File: config.mk
export PLATFORM = sky130hd
export DESIGN_NAME = cmp_fiber_rx
export DESIGN_NICKNAME = d
export VERILOG_FILES = /design/src/logic/cmp_rx_pkg.sv /design/src/logic/frame_phase.sv /design/src/logic/frame_assembler.sv /design/src/logic/link_monitor.sv /design/src/logic/cmp_fiber_rx.sv
export VERILOG_INCLUDE_DIRS = /design/src /design/src/include
export SDC_FILE = /design/constraint.sdc
export NUM_CORES = 1
export LEC_CHECK = 0
export ABC_AREA = 0
export BUFFER_PORTS_ARGS = -buffer_cell sky130_fd_sc_hd__buf_2
export CORE_UTILIZATION = 35
export DETAILED_ROUTE_END_ITERATION = 10
export PLACE_DENSITY_LB_ADDON = 0.12
export SYNTH_ARGS = -nofsm -noshare
export SYNTH_HDL_FRONTEND = slang
export SYNTH_SLANG_ARGS = --single-unit
File: constraint.sdc
create_clock -name CMP_RX_CLK160 -period 1.8 [get_ports CMP_RX_CLK160]
set_input_delay 0.27 -clock CMP_RX_CLK160 [delete_from_list [all_inputs] [get_ports CMP_RX_CLK160]]
set_output_delay 0.27 -clock CMP_RX_CLK160 [all_outputs]
set_load 0.1 [all_outputs]
File: src/include/cmp_rx_config.svh
`ifndef CMP_RX_CONFIG_SVH
`define CMP_RX_CONFIG_SVH

// ----------------------------------------
// Lane and frame geometry
// ----------------------------------------
`define CMP_WORD_W        16      // One 8b10b decoded word per CMP_RX_CLK160
`define CMP_FRAME_WORDS   4       // K word plus three data words
`define CMP_FRAME_DATA_W  48      // Data words 3..1 packed together

// ----------------------------------------
// K word code fields
// ----------------------------------------
// Low byte bits 4..1 equal E for every frame K word
// Allowed K bytes are 1C 3C 5C 7C 9C BC DC FC
`define CMP_K_CODE        4'hE
`define CMP_LT_K          8'hFC   // K byte that also asks for the latency trigger

// ----------------------------------------
// Link monitor limits
// ----------------------------------------
`define CMP_GOOD_RUN      16      // Good frames in a row before link is good
`define CMP_ERR_W         8       // Error counter width
`define CMP_ERR_SAT       8'd254  // Error counter stops here
`define CMP_BAD_THRESH    8'd127  // Link bad while count is above this

`endif

File: src/logic/cmp_rx_pkg.sv
`include "cmp_rx_config.svh"

package cmp_rx_pkg;

  // ----------------------------------------
  // Lane word from the transceiver
  // ----------------------------------------
  // One decoded word per clock with its 8b10b status bits
  typedef struct packed {
    logic [`CMP_WORD_W-1:0] data;        // Two decoded bytes
    logic [1:0]             isk;         // K flag per byte, bit 0 is the low byte
    logic [1:0]             notintable;  // Code not in 8b10b table
    logic                   lossofsync;  // Upper loss-of-sync status bit
  } lane_word_t;

  // ----------------------------------------
  // Assembled frame
  // ----------------------------------------
  typedef struct packed {
    logic [`CMP_FRAME_DATA_W-1:0] data;  // Word 3 on top, word 1 at the bottom
    logic [`CMP_WORD_W-1:0]       kchar; // K word that opened the frame
    logic [3:1]                   nonzero; // One flag per data word
    logic                         ltncy_trig; // K byte asked for a latency trigger
  } rx_frame_t;

  // ----------------------------------------
  // Link monitor status
  // ----------------------------------------
  typedef struct packed {
    logic                  good;      // Run of good frames reached
    logic                  had_err;   // Link dropped at least once or never came up
    logic                  bad;       // Error count past threshold
    logic [`CMP_ERR_W-1:0] errcount;  // Saturating error count
  } link_status_t;

  // Widths used by the frame format
  // 21 bits per lane word
  // 68 bits per frame
  // 11 bits of status

endpackage

File: src/logic/frame_phase.sv
`timescale 1ns/1ns
`include "cmp_rx_config.svh"

// Frame phase tracking
// The K word marks word 0 and the three data strobes follow it

module frame_phase (
  input  logic                   CMP_RX_CLK160,
  input  logic                   cmp_rx_resetdone,
  input  cmp_rx_pkg::lane_word_t lane,
  output logic                   k_seen,   // K word on the lane this cycle
  output logic                   cew1,     // Data word 1 on the lane
  output logic                   cew2,     // Data word 2 on the lane
  output logic                   cew3,     // Data word 3 on the lane
  output cmp_rx_pkg::lane_word_t k_word    // K word of the frame in flight
);

  logic k_flag_ok;  // K flag on the low byte only
  logic k_code_ok;  // Low byte carries the frame K code

  // ----------------------------------------
  // K word detect
  // ----------------------------------------
  assign k_flag_ok = (lane.isk == 2'b01);
  assign k_code_ok = (lane.data[4:1] == `CMP_K_CODE);
  assign k_seen    = k_flag_ok && k_code_ok;  // Combinational, same cycle as the K word

  // ----------------------------------------
  // Word strobe chain
  // ----------------------------------------
  // Plain delay of k_seen
  // A K word inside a frame starts a second chain that overlaps the first
  always_ff @(posedge CMP_RX_CLK160 or negedge cmp_rx_resetdone) begin
    if (!cmp_rx_resetdone) begin
      cew1 <= 1'b0;
      cew2 <= 1'b0;
      cew3 <= 1'b0;
    end else begin
      cew1 <= k_seen;  // First data word follows the K word
      cew2 <= cew1;
      cew3 <= cew2;    // Last word of the frame
    end
  end

  // ----------------------------------------
  // K word hold
  // ----------------------------------------
  // Kept for kchar and the latency trigger at cew3
  always_ff @(posedge CMP_RX_CLK160) begin
    if (k_seen) begin
      k_word <= lane;
    end
  end

endmodule

File: src/logic/frame_assembler.sv
`timescale 1ns/1ns
`include "cmp_rx_config.svh"

// Frame assembly and per-word quality
// Frame goes out the cycle after cew3, four cycles after the K word

module frame_assembler (
  input  logic                   CMP_RX_CLK160,
  input  logic                   cmp_rx_resetdone,
  input  logic                   sync_clear,   // Sync lost or resync request
  input  cmp_rx_pkg::lane_word_t lane,
  input  logic                   k_seen,
  input  logic                   cew1,
  input  logic                   cew2,
  input  logic                   cew3,
  input  cmp_rx_pkg::lane_word_t k_word,
  output cmp_rx_pkg::rx_frame_t  frame,        // Zero outside frame_valid
  output logic                   frame_valid,  // One cycle per frame
  output logic                   frame_good    // All four words clean, no gap before
);

  logic [`CMP_WORD_W-1:0]      w1_q;      // Data word 1
  logic [`CMP_WORD_W-1:0]      w2_q;      // Data word 2
  logic [2:1]                  nz_q;      // Nonzero flags of words 1 and 2
  logic [`CMP_FRAME_WORDS-1:0] qual_q;    // One quality bit per frame word
  logic                        broken_q;  // Gap seen since the last frame
  logic                        gap;       // Cycle with no frame word at all
  logic                        k_ok;      // Lane holds a clean K word
  logic                        d_ok;      // Lane holds a clean data word

  // Transceiver status clean for this word
  function automatic logic link_clean(input cmp_rx_pkg::lane_word_t w);
    return !w.lossofsync && (w.notintable == 2'b00);
  endfunction

  // ----------------------------------------
  // Word judgement
  // ----------------------------------------
  assign k_ok = link_clean(lane);  // K flag and code already matched by k_seen
  assign d_ok = link_clean(lane) && (lane.isk == 2'b00);  // No K flag on data
  assign gap  = !(k_seen || cew1 || cew2 || cew3);        // Stream broken here

  // ----------------------------------------
  // Data word capture
  // ----------------------------------------
  always_ff @(posedge CMP_RX_CLK160) begin
    if (cew1) begin
      w1_q    <= lane.data;
      nz_q[1] <= |lane.data;
    end
    if (cew2) begin
      w2_q    <= lane.data;
      nz_q[2] <= |lane.data;
    end
  end

  // ----------------------------------------
  // Quality tracking and frame output
  // ----------------------------------------
  always_ff @(posedge CMP_RX_CLK160 or negedge cmp_rx_resetdone) begin
    if (!cmp_rx_resetdone) begin
      qual_q      <= '0;
      broken_q    <= 1'b0;
      frame_valid <= 1'b0;
      frame       <= '0;
    end else if (sync_clear) begin
      qual_q      <= '0;
      broken_q    <= 1'b0;
      frame_valid <= 1'b0;
      frame       <= '0;
    end else begin
      // Each strobe records its own word
      if (k_seen) qual_q[0] <= k_ok;
      if (cew1)   qual_q[1] <= d_ok;
      if (cew2)   qual_q[2] <= d_ok;
      if (cew3)   qual_q[3] <= d_ok;

      // Gap spoils the next frame out
      if (gap) begin
        broken_q <= 1'b1;
      end else if (frame_valid) begin
        broken_q <= 1'b0;  // Reported with this frame
      end

      frame_valid <= cew3;
      if (cew3) begin
        frame.data       <= {lane.data, w2_q, w1_q};  // Word 3 arrives now
        frame.kchar      <= k_word.data;
        frame.nonzero    <= {|lane.data, nz_q};
        frame.ltncy_trig <= (k_word.data[7:0] == `CMP_LT_K);
      end else begin
        frame <= '0;  // Quiet between frames
      end
    end
  end

  // Reduce word quality into one bit per frame
  assign frame_good = frame_valid && (&qual_q) && !broken_q;

endmodule

File: src/logic/link_monitor.sv
`timescale 1ns/1ns
`include "cmp_rx_config.svh"

// Link health monitor
// Judges the link from the frame quality stream and counts errors

module link_monitor (
  input  logic                     CMP_RX_CLK160,
  input  logic                     cmp_rx_resetdone,
  input  logic                     sync_clear,   // Sync lost or resync request
  input  logic                     frame_valid,
  input  logic                     frame_good,
  input  logic                     force_error,  // Asynchronous error injection
  output cmp_rx_pkg::link_status_t status
);

  localparam int RUN_W = $clog2(`CMP_GOOD_RUN + 1);  // Counts 0 to the run length

  logic [RUN_W-1:0]      run_q;       // Good frames in a row
  logic                  had_err_q;   // Sticky link-down flag
  logic [`CMP_ERR_W-1:0] err_q;       // Error counter
  logic [1:0]            force_sync;  // Two-stage synchronizer
  logic                  force_prev;  // Last synchronized value for edge detect
  logic                  good;
  logic                  link_down;
  logic                  err_inj;
  logic                  err_max;

  // ----------------------------------------
  // Link state decode
  // ----------------------------------------
  assign good      = (run_q == RUN_W'(`CMP_GOOD_RUN));  // Counter parks at run length
  assign link_down = frame_valid && !frame_good && good; // Was up and a bad frame came
  assign err_inj   = force_sync[1] && !force_prev;       // Rising edge of force_error
  assign err_max   = (err_q == `CMP_ERR_SAT);

  // ----------------------------------------
  // Forced error synchronizer
  // ----------------------------------------
  // Count lands two to three cycles after the input edge
  always_ff @(posedge CMP_RX_CLK160 or negedge cmp_rx_resetdone) begin
    if (!cmp_rx_resetdone) begin
      force_sync <= 2'b00;
      force_prev <= 1'b0;
    end else begin
      force_sync <= {force_sync[0], force_error};
      force_prev <= force_sync[1];
    end
  end

  // ----------------------------------------
  // Run counter, sticky error, error count
  // ----------------------------------------
  always_ff @(posedge CMP_RX_CLK160 or negedge cmp_rx_resetdone) begin
    if (!cmp_rx_resetdone) begin
      run_q     <= '0;
      had_err_q <= 1'b0;
      err_q     <= '0;
    end else if (sync_clear) begin
      run_q     <= '0;  // Run restarts after resync
      had_err_q <= 1'b0;
      err_q     <= '0;
    end else begin
      if (frame_valid) begin
        if (!frame_good) begin
          run_q <= '0;            // Any bad frame drops good
        end else if (!good) begin
          run_q <= run_q + 1'b1;  // Stops at the run length
        end
      end

      if (link_down) begin
        had_err_q <= 1'b1;  // Held until the next clear
      end

      // Injection and link loss together count once
      if ((err_inj || link_down) && !err_max) begin
        err_q <= err_q + 1'b1;
      end
    end
  end

  // ----------------------------------------
  // Status out
  // ----------------------------------------
  assign status.good     = good;
  assign status.had_err  = had_err_q || !good;  // Also set while never up
  assign status.bad      = (err_q > `CMP_BAD_THRESH);
  assign status.errcount = err_q;

endmodule

File: src/logic/cmp_fiber_rx.sv
`timescale 1ns/1ns

// Comparator fiber receive decoder
// Decoded lane words in, frames and link status out

module cmp_fiber_rx (
  input  logic                     CMP_RX_CLK160,
  input  logic                     cmp_rx_resetdone,  // Transceiver reset done, active low reset
  input  cmp_rx_pkg::lane_word_t   lane,
  input  logic                     rx_sync_done,      // Phase alignment finished
  input  logic                     ttc_resync,        // Clears link monitor and frame state
  input  logic                     force_error,       // Error injection, any clock domain
  output cmp_rx_pkg::rx_frame_t    frame,
  output logic                     frame_valid,
  output cmp_rx_pkg::link_status_t status
);

  logic                   sync_clear;  // Shared synchronous clear
  logic                   k_seen;
  logic                   cew1;
  logic                   cew2;
  logic                   cew3;
  cmp_rx_pkg::lane_word_t k_word;
  logic                   frame_good;

  // ----------------------------------------
  // Clear condition
  // ----------------------------------------
  // Not synced yet or a resync from TTC
  assign sync_clear = !rx_sync_done || ttc_resync;

  // ----------------------------------------
  // Frame phase
  // ----------------------------------------
  frame_phase u_frame_phase (
    .CMP_RX_CLK160    (CMP_RX_CLK160),
    .cmp_rx_resetdone (cmp_rx_resetdone),
    .lane             (lane),
    .k_seen           (k_seen),
    .cew1             (cew1),
    .cew2             (cew2),
    .cew3             (cew3),
    .k_word           (k_word)
  );

  // ----------------------------------------
  // Frame assembly
  // ----------------------------------------
  frame_assembler u_frame_assembler (
    .CMP_RX_CLK160    (CMP_RX_CLK160),
    .cmp_rx_resetdone (cmp_rx_resetdone),
    .sync_clear       (sync_clear),
    .lane             (lane),
    .k_seen           (k_seen),
    .cew1             (cew1),
    .cew2             (cew2),
    .cew3             (cew3),
    .k_word           (k_word),
    .frame            (frame),
    .frame_valid      (frame_valid),
    .frame_good       (frame_good)   // Only the monitor sees quality
  );

  // ----------------------------------------
  // Link monitor
  // ----------------------------------------
  link_monitor u_link_monitor (
    .CMP_RX_CLK160    (CMP_RX_CLK160),
    .cmp_rx_resetdone (cmp_rx_resetdone),
    .sync_clear       (sync_clear),
    .frame_valid      (frame_valid),
    .frame_good       (frame_good),
    .force_error      (force_error),
    .status           (status)
  );

endmodule

==> results of run 1 <==
==> stage by stage <==
stage	area [sq um]	util, %	TNS [ns]	setup WS, ns	power [mW]
6_report	6599	47.54	-0.1247	-0.05750	7.329
5_1_grt	6599	47.54	-0.5587	-0.1166	7.573
4_1_cts	6580	47.40	-0.1475	-0.06428	7.404
3_5_place_dp	5861	42.22	-0.03614	-0.02794	3.710
3_3_place_gp	5861	42.22	0	0.02383	3.709
2_1_floorplan	5007	-	0	0.03971	3.561
==> registers in the layout, indices dropped and copies added (netlist names), 4 cells and up <==
| name | cells |
|---|---|
| u_frame_assembler.frame | 68 |
| u_link_monitor.run_q | 5 |
| u_frame_assembler.w2_q | 16 |
| u_link_monitor.err_q | 8 |
| u_frame_assembler.qual_q | 4 |
| u_frame_assembler.w1_q | 16 |
| u_frame_phase.k_word | 16 |
==> area by class of cell <==
type                       instances  area [sq um]  area share, %
sequential                       144          3869          58.63
multi-input combinational        160          1067          16.17
timing repair buffer             125         770.7          11.68
clock buffer                      24         513.0          7.774
tap                              180         225.2          3.413
clock inverter                     8         123.9          1.877
inverter                           8         30.03         0.4551
==> metal layers <==
layer / track usage [%] / routed length, um
met1: 21.09 / 4870
met2: 24.08 / 5165
met3: 5.075 / 658
met4: 6.867 / 159
met5: 0 / 0
==> worst paths after layout <==
kind | cells after the start | end | startpoint
worst min-delay path | 1 | u_frame_assembler.w1_q[8] | lane[13]
worst max register to register | 8 | u_link_monitor.err_q[5] | u_link_monitor.run_q[0]
worst min register to register | 0 | u_link_monitor.force_sync[1] | u_link_monitor.force_sync[0]
min in group asynchronous | 3 | u_frame_assembler.frame[9] | cmp_rx_resetdone
max in group asynchronous | 3 | u_frame_assembler.frame_valid | cmp_rx_resetdone
worst max-delay path | 6 | status[9] | u_link_monitor.run_q[0]
==> kinds of logic after synthesis <==
family | after synthesis | share of synthesized area, %
buffers and inverters | 27 | 2.133
XOR/XNOR | 2 | 0.3514
AND/OR/NAND/NOR | 125 | 14.93
multiplexers | 6 | 1.205
adder cells (fa/ha/maj) | 4 | 1.004
flip-flops | 144 | 77.29
AO/OA/AOI/OAI | 23 | 3.087
==> power groups by stage <==
stage	registers (mW)	logic, mW	clock network [mW]
detailed placement	3.49	0.223	0
CTS	3.43	0.227	3.75
floorplan	3.52	0.0435	0
global placement	3.49	0.221	0
global route	3.43	0.242	3.90
finish	3.43	0.220	3.68
==> placed cells by master (no fill, tap or decap), types with 4 or more instances in the layout <==
cell       instances
buf_2            102
dfrtp_1           86
and3_1            68
edfxtp_1          50
clkbuf_16         18
nor2_1            16
buf_4             13
a21oi_1            8
inv_1              6
nor4_1             6
nand3_1            6
o21ai_0            6
mux2i_1            6
buf_12             6
dfrtp_2            6
nand2_1            4
nor3b_1            4
clkbuf_8           4
==> repair_timing <==
action	in CTS	in global routing
hold endpoints to repair	95	0
setup buffers	4	2
hold buffers	2	0
setup endpoints to repair	5	9
gates resized for setup	9	1
pin swaps	6	1
==> critical path: cells and delay by family (launching register included) <==
family                   cells  cell delay (ns)
AND/OR/NAND/NOR              2             0.29
buffers and inverters        3             0.37
flip-flops                   1             0.40
adder cells (fa/ha/maj)      1             0.11
==> cell usage after synthesis (all sizes together), types with 6 or more instances <==
cell type	count
nand3	6
inv	8
a21oi	9
o21ai	6
nor2	16
dfrtp	94
nor4	6
mux2i	6
clkbuf	17
and3	69
edfxtp	50
==> key figures, run 1 <==
STA
  – RSZ-0062 raised after global routing: yes
  – Final setup fails: 5
  – Worst relative slew slack: ~50%
  – Final period util: 103.2%
  – Fmax: 0.5384 GHz
  – Layout Skew: around 0.0088 ns
  – Tmin final: about 1.9 ns
  – Worst-Margin Slew: 0.7636 ns
  – Endpoints failing hold: 0
  – Final WS setup: -0.05750 ns
  – Max-slew violation count: 0
  – WHS: 0.1147 ns

Pwr
  – Clk pwr share: 50.3%
  – Net Sw Power: about 1.5 mW
  – Combinational power share: approximately 3.0%
  – Seq pwr share: ~47%
  – Internal power: ~5.9 mW
  – Leakage: 3.301 nW
  – Pwr Density: 1111 nW/um^2
  – Sw frac: 19.79%
  – Maximum vdd drop: roughly 550 uV

Clocking
  – Clock Tree Root: clkbuf_16
  – Num CTS Buffers: 17
  – Max clock buf depth: 2
  – Clk_lat worst skew: ~0.42 ns
  – H-tree lvl count: 4
  – Num Clock Sinks: around 140
  – Clock-pin slew on the worst setup and hold paths: ~0.06 ns
  – CTS tree: built

Job
  – Max-Cap Viols: 0

Drt
  – Final ANT Viol Nets: 0
  – Number of remaining DRC errors: 0
  – Drt initial violations: about 180
  – Pre-Repair DR Iteration Count: 4
  – Final wirelength: approximately 11,000 um
  – Vias: ~3.1k
  – Per-cell routed wire length: roughly 17 um
  – Vias per cell: about 4.8

Yosys
  – Post-synth cell types: 32
  – Synthesized area per cell: between 15 and 20 sq um
  – Post-synth top area share: about 47%
  – Yosys reg bits: roughly 140
  – YS warnings: 0
  – Cells after Synth: between 300 and 400
  – Seq/Total Area, Yosys: roughly 77%
  – Ys flop type: dfrtp_1
  – Netlist Area Pre-Place: between 4000 and 5000 sq um
  – FFs w/ async S/R, synth: 65.28%
  – Syn_nets: ~360
  – Post-synth EDFFs: 50
  – Synth area leader: dfrtp_1
  – Top cells by area, synth: dfrtp_1, edfxtp_1, and3_1

Cells and area
  – Antenna cells: 0
  – Layout Cells excl Fill: approximately 650
  – Share of layout cells above drive strength 1: a little under two fifths
  – # fillers: 1,245
  – Synthesis-to-finish area growth: 32.35%
  – Nets: slightly below 500

Status
  – Status: finished, violations left
  – Failing checks: setup timing

Worst setup path
  – CP max stage delay: 0.40 ns
  – Maximum net fanout on the critical path: 3
  – Critical Path Sink Type: output port
  – Startpoint types: flip-flop
  – Reg2reg setup slack: -0.03 ns
  – Critical path required time: roughly 1.5 ns
  – CP arrival: 1.59 ns
  – Class of the most critical setup path: flip-flop to output port
  – CP max stage cell: dfrtp_1
  – Worst path cell trace: inv_2 -> ha_4 -> and4bb_4 -> buf_6 -> nand2_4 -> buf_12

Place
  – IO Port Bufs: around 110
  – HPWL Detailed: 6839 um
  – Cell total after placement: just over 600
  – GPL Wtd Cong: 0.7755

Floorplan
  – Initial Util: a little over a third
  – FP Rows: 43
  – Die footprint: ~15,000 sq um
  – # IOs: between 100 and 150
  – Die height: about 120 um
  – Core area: between 10,000 and 15,000 sq um
  – Die Wd: around 120 um

Min path
  – Worst hold-check path type: input pin to flip-flop

Global routing
  – Maximum number of pins on one net before global-route repair: 95
  – Vias in the first global route: around 3.1k
  – All-Layer GR Usage: ~16%
  – GRT overflow: 0
  – Initial antenna violation count: 0
  – First-pass GRT wire length: ~17,000 um
(Power assumes the default switching activity.)
==> run 2, diff against run 1 <==
- BUFFER_PORTS_ARGS: -buffer_cell sky130_fd_sc_hd__buf_2 -> -buffer_cell sky130_fd_sc_hd__buf_4
- CTS_BUF_LIST: default -> sky130_fd_sc_hd__clkbuf_2 sky130_fd_sc_hd__clkbuf_4 sky130_fd_sc_hd__clkbuf_8
- SETUP_SLACK_MARGIN: default -> 0.15
==> run 2 against run 1 <==
Compared with the run above:
- the run still ends with setup timing left
- first-iteration DRC count increased by 16%
- cell area grew 1.5%
- wire length grew 1.2%
- sequential cell count did not move
==> key figures, run 2 (synthesis results as in run 1) <==
Place
  – IO Port Bufs: 105 (unchanged)
  – HPWL Detailed: 7075 um (+3.4%)
  – GPL Wtd Cong: 0.7750 (about the same)

Clocking
  – Num CTS Buffers: 17 (unchanged)
  – Num Clock Sinks: 144 (unchanged)
  – Clock-pin slew on the worst setup and hold paths: 0.08 ns (+0.02 ns)
  – Clk_lat worst skew: 0.43 ns (about the same)
  – H-tree lvl count: 4 (unchanged)
  – CTS tree: built
  – Clock Tree Root: clkbuf_8
  – Max clock buf depth: 2 (unchanged)

Drt
  – Number of remaining DRC errors: 0 (unchanged)
  – Per-cell routed wire length: 16.81 um (+0.54%)
  – Pre-Repair DR Iteration Count: 4 (unchanged)
  – Final wirelength: 10,980 um (+1.2%)
  – Final ANT Viol Nets: 0 (unchanged)
  – Vias per cell: 4.727 (-0.90%)
  – Vias: 3,087 (-0.29%)
  – Drt initial violations: 205 (+16%)

STA
  – Final period util: 105.2% (+2.0 points)
  – Tmin final: 1.893 ns (+0.03568 ns)
  – Max-slew violation count: 0 (unchanged)
  – Endpoints failing hold: 0 (unchanged)
  – Layout Skew: 0.007896 ns (-0.0009085 ns)
  – Final setup fails: 4 (-1)
  – WHS: 0.05891 ns (-0.05577 ns)
  – Worst-Margin Slew: 0.8401 ns (+0.07651 ns)
  – Worst relative slew slack: 44.00% (-5.1 points)
  – RSZ-0062 raised after global routing: yes
  – Final WS setup: -0.09319 ns (-0.03568 ns)
  – Fmax: 0.5282 GHz (-1.9%)

Global routing
  – All-Layer GR Usage: 16.41% (+0.45 points)
  – Routing usage on met2: 23.79% (-0.28 points)
  – Grt met3 use: 4.558% (-0.52 points)
  – Initial antenna violation count: 0 (unchanged)
  – GRT overflow: 0 (unchanged)
  – First-pass GRT wire length: 17,490 um (+2.6%)
  – GRT Max-Usage Layer: met2
  – Maximum number of pins on one net before global-route repair: 95 (unchanged)
  – Vias in the first global route: 3,070 (-1.8%)
  – M1 GR Usage: 23.02% (+1.9 points)

Floorplan
  – Die footprint: 14,730 sq um (unchanged)
  – # IOs: 106 (unchanged)
  – Die Wd: 121.4 um (unchanged)
  – Core area: 13,880 sq um (unchanged)
  – Initial Util: 35.92% (unchanged)
  – Die height: 121.4 um (unchanged)
  – FP Rows: 43 (unchanged)

Job
  – Max-Cap Viols: 0 (unchanged)

Min path
  – Worst hold path depth: 1 (unchanged)
  – Worst hold-check path type: input pin to flip-flop

Worst setup path
  – Critical path required time: 2.15 ns (+0.62 ns)
  – Maximum net fanout on the critical path: 6 (+3)
  – CP max stage cell: dfrtp_1
  – Critical Path Sink Type: flip-flop
  – Worst path cell trace: inv_1 -> ha_1 -> and4bb_4 -> buf_4 -> o311ai_4 -> a21o_1 -> or3_1 -> a21oi_2
  – CP max stage delay: 0.41 ns (about the same)
  – CP arrival: 2.24 ns (+0.65 ns)
  – Class of the most critical setup path: flip-flop to flip-flop
  – Startpoint types: flip-flop
  – Cells on worst reg2reg path: 8 (unchanged)

Status
  – Status: finished, violations left
  – Failing checks: setup timing

Cells and area
  – Layout Utilization: 48.23% (+0.69 points)
  – Antenna cells: 0 (unchanged)
  – Commonest non-fill, non-tap cells in the layout: buf_4, dfrtp_1, and3_1
  – Share of layout cells above drive strength 1: 40.17% (+3.5 points)
  – Commonest non-fill, non-tap cell in the layout: buf_4
  – Register bank with the most flops: u_frame_assembler.frame
  – Synthesis-to-finish area growth: 34.28%
  – Nets: 490 (+0.82%)
  – # fillers: 1,256 (+0.88%)
  – Max reg flops: 68 (unchanged)

Pwr
  – Pwr Density: 933.2 nW/um^2 (-16%)
  – Maximum vdd drop: 320.0 uV (-42%)
  – Leakage: 3.235 nW (-2.0%)
[run 2: cell types whose count changed in the layout (fill, tap and decap cells not counted), sizes merged]
cell / before / now
clkbuf: 24 / 20
buf: 123 / 127
clkinv: 3 / 7
[run 2: cell type report]
class                      instances  area, sq um  area share, %
clock buffer                      20        269.0          4.018
clock inverter                    12        140.1          2.093
inverter                           8        30.03         0.4485
multi-input combinational        160         1121          16.74
sequential                       144         3871          57.82
tap                              180        225.2          3.364
timing repair buffer             129         1039          15.51
[run 2: repair_timing]
item                                   CTS  global route
gates resized for setup                 10             8
hold buffers                             2             0
buffers inserted                         5             3
setup endpoints to repair                9            15
endpoints found under the hold margin   95             0
pin swaps                                7             6
[run 2: power breakdown]
group          switching (mW)  internal (mW)
combinational           0.171         0.0780
clock                    1.14           1.44
sequential             0.0112           3.41
total                    1.32           4.93
[run 2: worst paths after layout]
path                            slack (ns)                            to                         start
worst min register to register        0.36  u_link_monitor.force_sync[1]  u_link_monitor.force_sync[0]
max in group asynchronous             0.90       u_link_monitor.err_q[0]              cmp_rx_resetdone
worst max register to register       -0.09       u_link_monitor.err_q[3]       u_link_monitor.run_q[1]
min in group asynchronous             0.41   u_frame_assembler.frame[22]              cmp_rx_resetdone
worst min-delay path                  0.06      u_frame_phase.k_word[13]                      lane[13]
worst max-delay path                 -0.09       u_link_monitor.err_q[3]       u_link_monitor.run_q[1]
[run 2: through the flow]
stage	setup TNS, ns	std cells	power, mW	instance area, sq um	setup slack (ns)
6_report	-0.3376	653	6.248	6695	-0.09319
5_1_grt	-1.154	653	6.511	6695	-0.1849
2_1_floorplan	0	331	3.563	5049	0.07659
3_3_place_gp	0	611	3.732	6130	0.07907
3_5_place_dp	0	611	3.735	6130	0.02726
4_1_cts	-0.3503	650	6.338	6641	-0.1289
[run 2: worst max-delay path: cells and delay by family, from the launching register on]
family / cells / cell delay, ns
and+or+nand+nor: 2 / 0.57
AOI/OAI and AO/OA: 3 / 0.51
DFF: 1 / 0.41
buffers and inverters: 2 / 0.18
adders and majority gates: 1 / 0.13
[run 2: layer usage]
layer	up-vias	part of all wire, %
li1	1443	-
met1	1537	46
met2	91	47
met3	16	5.6
met4	0	1.5
met5	-	0
==> run 3, diff against run 2 <==
==> constraint.sdc (replaced) <==
create_clock -name CMP_RX_CLK160 -period 1.8 [get_ports CMP_RX_CLK160]
set_input_delay 0.27 -clock CMP_RX_CLK160 [delete_from_list [all_inputs] [get_ports CMP_RX_CLK160]]
set_output_delay 0.27 -clock CMP_RX_CLK160 [all_outputs]
set_load 0.05 [all_outputs]
==> run 3 against run 2 <==
Compared with the run above:
- the flow still finishes with violations (setup timing)
- count of clock-buffer cells in the layout rose by 7
- hold slack worse by 0.0078 ns
- cell count did not move
- global-route usage fell by 0.28 points
- sequential share of layout area is 0.57 points higher
- non-clock buffer count is the same
- wire length decreased by 0.30%
- total power shrank 5.0%
- largest cell class unchanged
- largest power group unchanged
==> key figures, run 3 (synthesis results as in run 1) <==
Worst setup path
  – Reg2Reg Launch Point: u_link_monitor.run_q[1]
  – Class of the most critical setup path: flip-flop to output port
  – Cells on worst reg2reg path: 8 (unchanged)
  – CP max stage delay: 0.40 ns (about the same)
  – Most Frequent Cell on Critical Path: buf_6
  – Maximum net fanout on the critical path: 4 (-2)
  – Critical Path Start: u_link_monitor.run_q[1]
  – CP arrival: 1.56 ns (-0.68 ns)
  – Worst path cell trace: inv_2 -> ha_4 -> and4bb_4 -> buf_6 -> nand2_2 -> buf_6
  – Worst path bufs/invs: 3 (+1)
  – Critical path depth in cells: 6 (-2)
  – Critical path required time: 1.53 ns (-0.62 ns)
  – CP max stage cell: dfrtp_1
  – Startpoint types: flip-flop
  – Critical Path Sink Type: output port
  – CP top delay family: flip-flops

Floorplan
  – Die height: 121.4 um (unchanged)
  – Core area: 13,880 sq um (unchanged)
  – Die Wd: 121.4 um (unchanged)
  – Initial Util: 35.92% (unchanged)
  – FP Rows: 43 (unchanged)
  – Die footprint: 14,730 sq um (unchanged)
  – # IOs: 106 (unchanged)

Drt
  – Vias per cell: 4.681 (-0.97%)
  – Per-cell routed wire length: 16.76 um (-0.30%)
  – Final wirelength: 10,950 um (-0.30%)
  – Pre-Repair DR Iteration Count: 4 (unchanged)
  – Drt initial violations: 163 (-20%)
  – Vias: 3,057 (-0.97%)
  – Final ANT Viol Nets: 0 (unchanged)
  – Number of remaining DRC errors: 0 (unchanged)

Cells and area
  – Max reg flops: 68 (unchanged)
  – Register bank with the most flops: u_frame_assembler.frame
  – Synthesis-to-finish area growth: 32.55%
  – Nets: 490 (unchanged)
  – Commonest non-fill, non-tap cells in the layout: buf_4, dfrtp_1, and3_1
  – Layout Cells excl Fill: 653 (unchanged)
  – Share of layout cells above drive strength 1: 37.63% (-2.5 points)
  – Antenna cells: 0 (unchanged)
  – Commonest non-fill, non-tap cell in the layout: buf_4
  – Layout Utilization: 47.61% (-0.62 points)
  – Cell area after layout: 6609 sq um (-1.3%)

Min path
  – Worst hold-check path type: input pin to flip-flop
  – Worst Hold Launch: lane[13]
  – Worst hold path depth: 1 (unchanged)

STA
  – RSZ-0062 raised after global routing: yes
  – Fmax: 0.5463 GHz (+3.4%)
  – Final WS setup: -0.03048 ns (+0.06271 ns)
  – Max-slew violation count: 0 (unchanged)
  – Tmin final: 1.830 ns (-0.06271 ns)
  – Layout Skew: 0.007983 ns (+0.00008635 ns)
  – Endpoints failing hold: 0 (unchanged)
  – Final setup fails: 4 (unchanged)
  – Worst-Margin Slew: 0.8126 ns (-0.02750 ns)
  – Worst relative slew slack: 45.83% (+1.8 points)
  – Final period util: 101.7% (-3.5 points)

Clocking
  – Clock Tree Root: clkbuf_8
  – Clock-pin slew on the worst setup and hold paths: 0.07 ns (about the same)
  – H-tree lvl count: 4 (unchanged)
  – Num Clock Sinks: 144 (unchanged)
  – Clk_lat worst skew: 0.43 ns (about the same)
  – Num CTS Buffers: 17 (unchanged)
  – Max clock buf depth: 2 (unchanged)
  – CTS tree: built

Global routing
  – First-pass GRT wire length: 16,950 um (-3.1%)
  – GRT overflow: 0 (unchanged)
  – Vias in the first global route: 2,985 (-2.8%)
  – Initial antenna violation count: 0 (unchanged)
  – Maximum number of pins on one net before global-route repair: 37 (-61%)
  – All-Layer GR Usage: 16.13% (-0.28 points)

Pwr
  – Maximum vdd drop: 311.0 uV (-2.8%)
  – Leakage: 3.223 nW (-0.40%)
  – Tot Pwr: 5.934 mW (-5.0%)
  – Pwr Density: 897.9 nW/um^2 (-3.8%)

Place
  – Pre-CTS WS: 0.03288 ns (+0.005619 ns)
  – GPL Wtd Cong: 0.7762 (+0.15%)
  – Cell total after placement: 610 (-0.16%)
  – Dpl cell area: 6107 sq um (-0.37%)
  – HPWL Detailed: 7185 um (+1.6%)
  – IO Port Bufs: 105 (unchanged)

Job
  – Max-Cap Viols: 0 (unchanged)

Status
  – Failing checks: setup timing
  – Status: finished, violations left
[run 3: changes by cell type in the layout (fill, tap and decap cells not counted), sizes merged]
cell / change
clkinv: -4
bufinv: -3
clkbuf: +7
[run 3: layout make-up]
| type | instances | area [sq um] |
|---|---|---|
| fillers | 1269 | 7272 |
| repair buffers | 129 | 1035 |
| inverters | 8 | 30.03 |
| clock inverters | 5 | 28.78 |
| clock buffers | 27 | 334.1 |
| well taps | 180 | 225.2 |
| flip-flops and latches | 144 | 3859 |
| multi-input cells | 160 | 1097 |
[run 3: through the flow]
step,hold WS (ns),TNS [ns]
floorplan,-0.02559,0
global placement,0.2568,0
detailed placement,0.2584,0
CTS,0.02035,-0.1519
global route,0.01754,-0.5225
finish,0.05110,-0.09096
[run 3: final timing paths]
check                                          endpoint  slack, ns
hold / removal                u_frame_assembler.w1_q[8]       0.05
setup reg to reg                u_link_monitor.err_q[5]      -0.03
setup / recovery                              status[9]      -0.03
hold reg to reg            u_link_monitor.force_sync[1]       0.36
min in group asynchronous    u_frame_assembler.frame[8]       0.33
max in group asynchronous   u_frame_assembler.frame[34]       0.93
[run 3: worst register-to-register path: cells and delay by family (launching register included)]
| family | cells | cell delay, ns |
|---|---|---|
| AND/OR/NAND/NOR | 2 | 0.56 |
| AO/OA/AOI/OAI | 3 | 0.48 |
| flip-flops | 1 | 0.40 |
| buffers and inverters | 2 | 0.19 |
| adder cells (fa/ha/maj) | 1 | 0.12 |
[run 3: timing repair]
action | in CTS | in global routing
gates cloned | 0 | 0
endpoints found under the setup margin | 9 | 13
gates resized for setup | 7 | 6
setup buffers | 6 | 3
hold buffers | 2 | 0
endpoints found under the hold margin | 33 | 0
pin swaps | 4 | 5
[run 3: routing by layer]
layer,wire [um],global-route usage (%),part of all wire [%],vias to the layer above
met4,117,6.250,1.1,0
met5,0,0,0,-
met2,5321,24.61,49,90
met1,4915,21.40,45,1521
met3,592,5.028,5.4,10
li1,-,-,-,1436
[run 3: where the power goes]
part | switching, mW | internal (mW)
Sequential | 0.0116 | 3.41
Clock | 1.10 | 1.18
Combinational | 0.154 | 0.0786
